**src/logic/sprite_pkg.sv**
```systemverilog
package sprite_pkg;

  localparam int         sprite_size  = 16;    // Width and height in pixels
  localparam logic [2:0] bitmap_count = 3'd5;  // Bitmaps held in the ROM

  typedef struct packed {
    logic [7:0] x;
    logic [7:0] y;
  } tank_pos_t;

  // Field view of the rotation word
  typedef struct packed {
    logic       spare;     // Carry out of the 16 directions, ignored by decode
    logic [1:0] quadrant;
    logic [1:0] step;
  } rotation_fields_t;

  // One word counted as an angle and read back as quadrant and step
  typedef union packed {
    logic [4:0]       angle;
    rotation_fields_t f;
  } rotation_u;

  typedef struct packed {
    logic [2:0] bitmap;
    logic [3:0] row;
    logic       half;    // Low byte when 0, high byte when 1
  } rom_addr_t;

endpackage

```
**src/logic/video_pkg.sv**
```systemverilog
package video_pkg;

  // Horizontal timing, counted in clocks from the start of the line
  localparam logic [8:0] h_visible    = 9'd256;
  localparam logic [8:0] h_sync_start = 9'd269;
  localparam logic [8:0] h_sync_end   = 9'd292;
  localparam logic [8:0] h_total      = 9'd309;

  // Vertical timing, counted in lines from the top of the frame
  localparam logic [8:0] v_visible    = 9'd240;
  localparam logic [8:0] v_sync_start = 9'd245;
  localparam logic [8:0] v_sync_end   = 9'd248;
  localparam logic [8:0] v_total      = 9'd262;

  typedef struct packed {
    logic [8:0] hpos;  // Clock within the line
    logic [8:0] vpos;  // Line within the frame
  } beam_t;

endpackage

```
**src/logic/sprite_renderer.sv**
```systemverilog
`timescale 1ns/1ps

module sprite_renderer (
  input  logic       clk,
  input  logic       rst,
  input  logic       vstart,
  input  logic       load,
  input  logic       hstart,
  input  logic       hmirror,
  input  logic       vmirror,
  output logic [3:0] row,
  output logic       half,
  input  logic [7:0] rom_bits,
  output logic       gfx,
  output logic       busy
);

  typedef enum logic [2:0] {
    wait_vstart = 3'd0,
    wait_load   = 3'd1,
    load1_setup = 3'd2,
    load1_fetch = 3'd3,
    load2_setup = 3'd4,
    load2_fetch = 3'd5,
    wait_hstart = 3'd6,
    draw        = 3'd7
  } state_t;

  state_t                             state;
  logic [3:0]                         ycount;
  logic [3:0]                         xcount;
  logic [sprite_pkg::sprite_size-1:0] outbits;
  logic                               pixel;

  assign busy  = (state != wait_vstart);
  assign pixel = outbits[hmirror ? ~xcount : xcount];  // Left/right mirror on the column

  always_ff @(posedge clk) begin
    if (rst) begin
      state  <= wait_vstart;
      gfx    <= 1'b0;
      ycount <= '0;
      xcount <= '0;
      row    <= '0;
      half   <= 1'b0;
    end else begin
      gfx <= 1'b0;
      case (state)
        wait_vstart: begin
          ycount <= '0;
          if (vstart) state <= wait_load;
        end
        wait_load: begin
          xcount <= '0;
          if (load) state <= load1_setup;
        end
        load1_setup: begin
          row   <= vmirror ? ~ycount : ycount;  // Up/down mirror picks the row
          half  <= 1'b0;
          state <= load1_fetch;
        end
        load1_fetch: state <= load2_setup;
        load2_setup: begin
          half  <= 1'b1;
          state <= load2_fetch;
        end
        load2_fetch: state <= wait_hstart;
        wait_hstart: begin
          if (hstart) begin  // First pixel leaves on the start column itself
            gfx    <= pixel;
            xcount <= xcount + 4'd1;
            state  <= draw;
          end
        end
        draw: begin
          gfx    <= pixel;
          xcount <= xcount + 4'd1;
          if (xcount == 4'd15) begin
            ycount <= ycount + 4'd1;
            state  <= (ycount == 4'd15) ? wait_vstart : wait_load;
          end
        end
        default: state <= wait_vstart;
      endcase
    end
  end

  always_ff @(posedge clk) begin
    if (state == load1_fetch) outbits[7:0] <= rom_bits;
    if (state == load2_fetch) outbits[15:8] <= rom_bits;
  end

endmodule

```
**src/logic/tank_bitmap.sv**
```systemverilog
`timescale 1ns/1ps

module tank_bitmap (
  input  sprite_pkg::rom_addr_t addr,
  output logic [7:0]            bits
);

  logic [15:0] row_bits;

  // Row data for bitmaps 0 to 4, addressed by bitmap and row
  always_comb begin
    row_bits = 16'h0000;
    if (addr.bitmap < sprite_pkg::bitmap_count) begin
      case ({addr.bitmap, addr.row})
        7'h00, 7'h01:                        row_bits = 16'h0780;  // Pointing straight up
        7'h02, 7'h03:                        row_bits = 16'h0300;
        7'h04, 7'h05:                        row_bits = 16'h7b78;
        7'h06, 7'h07, 7'h08, 7'h09, 7'h0a:   row_bits = 16'h7ff8;
        7'h0b, 7'h0c:                        row_bits = 16'h7878;

        7'h10:                               row_bits = 16'h0e00;
        7'h11, 7'h12:                        row_bits = 16'h1e00;
        7'h13:                               row_bits = 16'h0600;
        7'h14:                               row_bits = 16'h0770;
        7'h15:                               row_bits = 16'h0370;
        7'h16:                               row_bits = 16'h7bf0;
        7'h17:                               row_bits = 16'h7bf8;
        7'h18:                               row_bits = 16'h7ff8;
        7'h19:                               row_bits = 16'h3ff8;
        7'h1a, 7'h1b:                        row_bits = 16'h3ffc;
        7'h1c:                               row_bits = 16'h3e7c;
        7'h1d:                               row_bits = 16'h1e70;
        7'h1e:                               row_bits = 16'h1e00;
        7'h1f:                               row_bits = 16'h1800;

        7'h22:                               row_bits = 16'h30c0;
        7'h23:                               row_bits = 16'h71e0;
        7'h24:                               row_bits = 16'h7bf0;
        7'h25:                               row_bits = 16'h1df8;
        7'h26:                               row_bits = 16'h0ffc;
        7'h27:                               row_bits = 16'h07fe;
        7'h28:                               row_bits = 16'h37fe;
        7'h29:                               row_bits = 16'h7ffc;
        7'h2a:                               row_bits = 16'h7fc8;
        7'h2b:                               row_bits = 16'h3f80;
        7'h2c:                               row_bits = 16'h1f00;
        7'h2d:                               row_bits = 16'h0f80;
        7'h2e:                               row_bits = 16'h0780;
        7'h2f:                               row_bits = 16'h0300;

        7'h32:                               row_bits = 16'h0180;
        7'h33:                               row_bits = 16'h43c0;
        7'h34:                               row_bits = 16'he3f0;
        7'h35:                               row_bits = 16'hf5fc;
        7'h36:                               row_bits = 16'hffff;
        7'h37:                               row_bits = 16'h1fff;
        7'h38:                               row_bits = 16'h07fe;
        7'h39:                               row_bits = 16'h0bfe;
        7'h3a:                               row_bits = 16'h1fec;
        7'h3b:                               row_bits = 16'h3fc0;
        7'h3c:                               row_bits = 16'h1fe0;
        7'h3d:                               row_bits = 16'h07f0;
        7'h3e:                               row_bits = 16'h01e0;
        7'h3f:                               row_bits = 16'h0060;

        7'h43, 7'h44, 7'h45, 7'h46:          row_bits = 16'h0ff8;  // Pointing sideways
        7'h47, 7'h4a:                        row_bits = 16'hc3e0;
        7'h48, 7'h49:                        row_bits = 16'hffe0;
        7'h4b, 7'h4c, 7'h4d, 7'h4e:          row_bits = 16'h0ff8;
        default:                             row_bits = 16'h0000;
      endcase
    end
  end

  assign bits = addr.half ? row_bits[15:8] : row_bits[7:0];

endmodule

```
**src/logic/tank_controller.sv**
```systemverilog
`timescale 1ns/1ps

module tank_controller (
  input  logic                  clk,
  input  logic                  rst,
  input  video_pkg::beam_t      beam,
  input  logic                  hsync,
  input  sprite_pkg::tank_pos_t pos,
  input  logic                  spin,
  output logic                  vstart,
  output logic                  load,
  output logic                  hstart,
  output logic                  hmirror,
  output logic                  vmirror,
  input  logic [3:0]            row,
  input  logic                  half,
  output sprite_pkg::rom_addr_t rom_addr
);

  sprite_pkg::rotation_u rotation;
  logic                  frame_tick;
  logic [2:0]            bitmap_num;

  // One clock per frame, inside vertical blanking
  assign frame_tick = (beam.vpos == video_pkg::v_sync_start) && (beam.hpos == 9'd0);

  always_ff @(posedge clk) begin
    if (rst) begin
      rotation.angle <= '0;
    end else if (frame_tick && spin) begin
      rotation.angle <= rotation.angle + 5'd1;
    end
  end

  // Only four steps per quadrant are stored, the rest come from mirroring
  always_comb begin
    bitmap_num = {1'b0, rotation.f.step};
    hmirror    = 1'b0;
    vmirror    = 1'b0;
    case (rotation.f.quadrant)
      2'd1: begin
        bitmap_num = 3'd0 - rotation.angle[2:0];
        vmirror    = 1'b1;
      end
      2'd2: begin
        hmirror = 1'b1;
        vmirror = 1'b1;
      end
      2'd3: begin
        bitmap_num = 3'd0 - rotation.angle[2:0];
        hmirror    = 1'b1;
      end
      default: begin
        hmirror = 1'b0;
        vmirror = 1'b0;
      end
    endcase
  end

  assign vstart = (beam.vpos == {1'b0, pos.y});
  assign hstart = (beam.hpos == {1'b0, pos.x});
  assign load   = hsync;

  assign rom_addr.bitmap = bitmap_num;
  assign rom_addr.row    = row;
  assign rom_addr.half   = half;

endmodule

```
**src/logic/tank_display.sv**
```systemverilog
`timescale 1ns/1ps

module tank_display (
  input  logic                  clk,
  input  logic                  rst,
  input  sprite_pkg::tank_pos_t pos,
  input  logic                  spin,
  output logic                  hsync,
  output logic                  vsync,
  output logic                  display_on,
  output video_pkg::beam_t      beam,
  output logic [2:0]            rgb
);

  logic                  vstart;
  logic                  load;
  logic                  hstart;
  logic                  hmirror;
  logic                  vmirror;
  logic [3:0]            row;
  logic                  half;
  sprite_pkg::rom_addr_t rom_addr;
  logic [7:0]            rom_bits;
  logic                  gfx;

  video_timer u_timer (
    .clk        (clk),
    .rst        (rst),
    .hsync      (hsync),
    .vsync      (vsync),
    .display_on (display_on),
    .beam       (beam)
  );

  tank_controller u_ctrl (
    .clk      (clk),
    .rst      (rst),
    .beam     (beam),
    .hsync    (hsync),
    .pos      (pos),
    .spin     (spin),
    .vstart   (vstart),
    .load     (load),
    .hstart   (hstart),
    .hmirror  (hmirror),
    .vmirror  (vmirror),
    .row      (row),
    .half     (half),
    .rom_addr (rom_addr)
  );

  sprite_renderer u_render (
    .clk      (clk),
    .rst      (rst),
    .vstart   (vstart),
    .load     (load),
    .hstart   (hstart),
    .hmirror  (hmirror),
    .vmirror  (vmirror),
    .row      (row),
    .half     (half),
    .rom_bits (rom_bits),
    .gfx      (gfx),
    .busy     ()
  );

  tank_bitmap u_rom (
    .addr (rom_addr),
    .bits (rom_bits)
  );

  assign rgb = {3{gfx & display_on}};  // White tank on black

endmodule

```
**src/logic/video_timer.sv**
```systemverilog
`timescale 1ns/1ps

module video_timer (
  input  logic                clk,
  input  logic                rst,
  output logic                hsync,
  output logic                vsync,
  output logic                display_on,
  output video_pkg::beam_t    beam
);

  logic [8:0] hpos;
  logic [8:0] vpos;
  logic       hmaxxed;
  logic       vmaxxed;

  assign hmaxxed = (hpos == video_pkg::h_total - 9'd1);
  assign vmaxxed = (vpos == video_pkg::v_total - 9'd1);

  always_ff @(posedge clk) begin
    if (rst) begin
      hpos <= '0;
    end else if (hmaxxed) begin
      hpos <= '0;
    end else begin
      hpos <= hpos + 9'd1;
    end
  end

  always_ff @(posedge clk) begin
    if (rst) begin
      vpos <= '0;
    end else if (hmaxxed) begin
      if (vmaxxed) begin
        vpos <= '0;
      end else begin
        vpos <= vpos + 9'd1;
      end
    end
  end

  assign hsync = (hpos >= video_pkg::h_sync_start) && (hpos < video_pkg::h_sync_end);
  assign vsync = (vpos >= video_pkg::v_sync_start) && (vpos < video_pkg::v_sync_end);

  // Visible area is the top left corner of the raster
  assign display_on = (hpos < video_pkg::h_visible) && (vpos < video_pkg::v_visible);

  assign beam.hpos = hpos;
  assign beam.vpos = vpos;

endmodule

```
**config.mk**
```make
export PLATFORM = sky130hd
export DESIGN_NAME = tank_display
export DESIGN_NICKNAME = d
export VERILOG_FILES = /design/src/logic/sprite_pkg.sv /design/src/logic/video_pkg.sv /design/src/logic/sprite_renderer.sv /design/src/logic/tank_bitmap.sv /design/src/logic/tank_controller.sv /design/src/logic/tank_display.sv /design/src/logic/video_timer.sv
export SDC_FILE = /design/constraint.sdc
export NUM_CORES = 1
export LEC_CHECK = 0
export BUFFER_PORTS_ARGS = -buffer_cell sky130_fd_sc_hd__buf_2
export CAP_MARGIN = 10
export CORE_UTILIZATION = 25
export CTS_BUF_LIST = sky130_fd_sc_hd__clkbuf_2
export DETAILED_ROUTE_END_ITERATION = 10
export GPL_ROUTABILITY_DRIVEN = 0
export GPL_TIMING_DRIVEN = 1
export MAX_ROUTING_LAYER = met4
export SETUP_SLACK_MARGIN = 0.3
export SLEW_MARGIN = 25
export SYNTH_ARGS = -nofsm -noshare
export SYNTH_HDL_FRONTEND = slang
export SYNTH_HIERARCHICAL = 1
export SYNTH_SLANG_ARGS = --single-unit
```
**constraint.sdc**
```tcl
create_clock -name clk -period 6.3 [get_ports clk]
set_input_delay 0.945 -clock clk [delete_from_list [all_inputs] [get_ports clk]]
set_output_delay 0.945 -clock clk [all_outputs]
set_load 0.03 [all_outputs]
```
Word level (Yosys, flattened, before mapping)

Memories as Yosys holds them, arrays and structs flattened.
Cells that the tools add are included.

Add/subtract/negate cells: 6
$lt $le $gt $ge: 8
Equal/unequal tests: 21
Multiplexer cells: 23
Bitwise operators: 3
Reductions and logical operators: 17

Operator list:

| kind                | number |
|---|---|
| $pmux 3 s8          | 1 |
| $add 9x1->9 const B | 2 |
| $eq 9x8->1          | 2 |
| $eq 9x9->1 const B  | 2 |
| $lt 9x8->1 const B  | 2 |
| $lt 9x9->1 const B  | 2 |
| $mux 16             | 1 |
| $mux 4              | 4 |
| $mux 3              | 5 |
| $eq 3x3->1 const B  | 4 |
| $pmux 4 s3          | 1 |
| $eq 9x8->1 const B  | 1 |
| $ge 9x8->1 const B  | 1 |
| $ge 9x9->1 const B  | 1 |
| $logic_not 9->1     | 1 |
| $mux 9              | 1 |
| $add 4x1->4 const B | 2 |
| $eq 4x4->1 const B  | 2 |
| $mux 8              | 1 |
| $not 4->4           | 2 |
| $pmux 4 s2          | 1 |
| $reduce_or 2->1     | 4 |
| $eq 3x2->1 const B  | 2 |
| $ne 2x2->1 const B  | 3 |
| other kinds (18)    | 30 |

Register bits after elaboration: 56
ROM bits: 2048
Output and inout port bits: 24
Memories kept: 1

Memory list:

| memory          | words | bits a word | read ports | clocked after memory_dff | wr ports | line              | text |
|---|---|---|---|---|---|---|---|
| (no name shown) | 128   | 16          | 1          | 0                        | 0        | tank_bitmap.sv:14 | `case ({addr.bitmap, addr.row})` |

Logic depth before layout (Yosys ltp)

Depth after elaboration: 8
Depth in mapped cells: 11
Gate-level depth less buffers: 10

Cells and area by module

Netlist, hierarchy kept.

Modules (own cells, without submodules):

| module          | times used | cells each | area each (um2) | seq. area each (um2) |
|---|---|---|---|---|
| sprite_renderer | 1          | 175        | 1744.2          | 820.8 |
| tank_bitmap     | 1          | 185        | 1202.4          | 0.0 |
| video_timer     | 1          | 108        | 987.2           | 360.3 |
| tank_controller | 1          | 70         | 580.6           | 80.1 |
| tank_display    | 1          | 3          | 21.3            | 0.0 |

Least setup slack after synthesis

OpenSTA, ideal clock, no wires.

Path kind: flip-flop to output port
From: register u_timer.hpos[2]
To: output hsync
Data arrival time: 2.190 ns
Required time: 5.355 ns
Path slack: 3.165 ns
Cell stages (with the launch flop): 5
Path buffers: 1
Cells stage by stage: dfxtp_1 -> clkbuf_1 -> o311a_1 -> o31ai_1 -> nor4b_1

Longest elaborated chain between the ends: 2
Elaborated cells between the ends (all ways): 3
Classes of those cells: order compare: 2; reduce/logical: 1

RTL lines:

| item                                            | line              | text |
|---|---|---|
| start, declared                                 | video_timer.sv:12 | `logic [8:0] hpos;` |
| start signal, assigned                          | video_timer.sv:26 | `hpos <= hpos + 9'd1;` |
| $ge 9x9->1 / $lt 9x9->1 (equally long branches) | video_timer.sv:42 | `assign hsync = (hpos >= video_pkg::h_sync_start) && (hpos < video_pkg::h_sync_end);` |
| $logic_and 1x1->1 *                             | video_timer.sv:42 |  |
| end, declared                                   | tank_display.sv:8 | `output logic hsync,` |

Every way passes the cells marked *; elsewhere a longest branch is shown, timed or not.

Worst setup path in the final report

From: register u_timer.hpos[0]
To: output hsync

Same word-level chain as after synthesis.

==> flow_summary.json <==
{
  "avgViaCountPerCell": 5.10,
  "ys_async_sr_fraction_pct": 0,
  "path_clk_slew_ns": 0.27,
  "drtPass1Iterations": 6,
  "yosys-top-cells-area": "dfxtp_1 17%, edfxtp_1 11%, ha_1 6.3%",
  "clock-skew-final_ns": 0.0688,
  "fin_setup_tns_ns": 0,
  "post-route-cell-area_um2": 4840,
  "place_area_um2": 4770,
  "ctsRootBufferMaster": "clkbuf_2",
  "die_h_um": 137,
  "mostFrequentLayoutCell": "nor2_1",
  "fin_crit_sh_pct": 51.5,
  "final_layout_size_suffix_gt1_share_pct": 15.1,
  "core_um2": 17500,
  "critPathArrivalTime_ns": 2.30,
  "max-slew-margin-rel_pct": 42.2,
  "ioPinCount": 43,
  "synthDistinctLibCells": 83,
  "hold_slack_ns": 0.551,
  "post_cts_resized": 0,
  "die_w_um": 137,
  "fmax_ghz": 0.308,
  "syn_avg_cell_area_um2": 8.38,
  "cts_sinks": 55,
  "internal-power_uw": 448,
  "synth_flop_cell": "dfxtp_1",
  "final_cell_count_no_fill": 774,
  "p_seq_share_pct": 63.8,
  "drcViolationCount": 0,
  "grt_antenna_before_repair": 1,
  "rows": 48,
  "initial_core_util_pct": 26.0,
  "grt_pass1_vias": 3625,
  "drt-initial-drc-count": 507,
  "start_kind": "flip-flop",
  "critPathMaxFanout": 10,
  "synth_top_area_share_pct": 17.2,
  "grt_max_degree": 39,
  "ys_seq_area_share_pct": 27.8,
  "dp_hpwl_mm": 7.74,
  "crit_type": "flip-flop to output port",
  "hold_class": "flip-flop to flip-flop",
  "rsz0062_at_grt": "no",
  "p_sw_uw": 131,
  "drv_slew": 0,
  "cts_hold_buf": 0,
  "cts_setup_buffers": 0,
  "grt_pass1_wl_mm": 18.1,
  "vias": 3948,
  "wl_per_cell_um": 14.0,
  "cts_buffer_depth": 2,
  "dieArea_um2": 18700,
  "clk_latency_ns": 0.46,
  "end_kind": "output port",
  "maxCapViolCount": 0,
  "outcome": "finished clean",
  "worst_pin_slew_ns": 0.859,
  "yosysTopAreaCell": "dfxtp_1",
  "nets": 589,
  "syn_area_um2": 4540,
  "grtUsageTotal_pct": 12.2,
  "portBuffers": 42,
  "ys_ff_latch": 55,
  "crit_required_ns": 5.35,
  "vdd_drop_max_mv": 0.0690,
  "postRouteAntennaNets": 0,
  "powerDensity_nw_per_um2": 120,
  "routed_wl_mm": 10.8,
  "synth_cells": 541,
  "synth_nets": 583,
  "final_cell_mix": "49 x nor2_1, 42 x buf_2, 39 x dfxtp_1",
  "min_period_ns": 3.25,
  "cts_tree": "built",
  "p_sw_share_pct": 22.6,
  "p_leak_uw": 0.00168,
  "area_growth_pct": 6.68,
  "setup_viol_count_final": 0,
  "overflow": 0,
  "pwr-share-comb_pct": 4.9,
  "yosysWarnings": 6,
  "htreeDepth": 2,
  "finalHoldViolCount": 0,
  "clockPowerShare_pct": 31.3,
  "dp_cells": 765,
  "cts_buffers": 5,
  "synth_edf_count": 16
}
==> kinds of logic (layout without fill, tap and decap cells) <==
| kind of cell | after synthesis | after routing | synth area share (%) |
|---|---|---|---|
| simple gates | 210 | 210 | 26.3 |
| compound gates | 124 | 124 | 19.0 |
| buf+inv | 74 | 81 | 8.63 |
| flops | 55 | 55 | 27.8 |
| xor+xnor | 43 | 43 | 8.30 |
| fa+ha+maj | 23 | 23 | 6.34 |
| mux | 12 | 12 | 3.53 |
| other cells | 0 | 1 | 0 |
==> sequential cells by signal (all words and copies together), names as in the netlist <==
| name | flops |
|---|---|
| u_timer/hpos | 9 |
| u_render/row | 4 |
| u_render/gfx | 1 |
| u_render/ycount | 4 |
| u_timer/vpos | 9 |
| u_ctrl/rotation | 4 |
| u_render/outbits | 16 |
| u_render/state | 3 |
| u_render/xcount | 4 |
| u_render/half | 1 |
==> power by group through the flow <==
stage	sequential [uW]	clock [uW]	combinational (uW)
detailed placement	376	0	28.4
global placement	376	0	28.1
CTS	369	188	28.5
finish	369	181	28.3
floorplan	377	0	15.9
global route	370	202	31.6
==> worst max-delay path: stages (launching register included) <==
cell and delay (ns):
dfxtp_1 0.58, ha_1 0.21, o311a_1 0.17, o31ai_1 0.07, nor4b_1 0.52, buf_2 0.31
==> routing by layer <==
metal / track usage (%) / vias to the layer above / wire length [um]
met5: - / - / 0
met4: 3.64 / 0 / 200
met3: 1.41 / 17 / 419
met2: 18.3 / 113 / 4920
met1: 17.1 / 1854 / 5310
li1: - / 1964 / -
==> area by class of cell <==
cell class,count,area [um2]
clock inverters,2,38.8
flip-flops and latches,55,1260
multi-input cells,412,2880
diodes,1,2.50
inverters,27,101
fillers,1852,12600
well taps,225,282
clock buffers,6,30.0
repair buffers,46,240
==> worst paths after layout <==
kind,end,slack (ns),cells past startpoint,startpoint
min reg2reg,u_ctrl/rotation[3]$_SDFFE_PP0P_,0.55,2,u_ctrl/rotation[3]$_SDFFE_PP0P_
min,u_ctrl/rotation[3]$_SDFFE_PP0P_,0.55,2,u_ctrl/rotation[3]$_SDFFE_PP0P_
max reg2reg,u_render/outbits[2]$_DFFE_PN_,3.30,9,u_ctrl/rotation[0]$_SDFFE_PP0P_
max,hsync,3.05,5,u_timer/hpos[0]$_SDFF_PP0_
==> Yosys cell counts (15+ instances only) <==
master / count
nand3_1: 16
nand4_1: 15
nor2b_1: 16
nand2_1: 36
a21oi_1: 25
inv_1: 23
o21ai_0: 27
nor2_1: 49
dfxtp_1: 39
ha_1: 23
buf_4: 22
edfxtp_1: 16
xnor2_1: 32
==> stage by stage <==
stage	util, %	total power, uW	setup WS [ns]
after floorplan	-	393	3.16
after global placement	27.3	404	3.33
after detailed placement	27.3	404	3.30
after CTS	27.7	586	3.05
after global routing	27.7	604	2.87
final	27.7	579	3.05
Power figures use the tool's default switching activity.
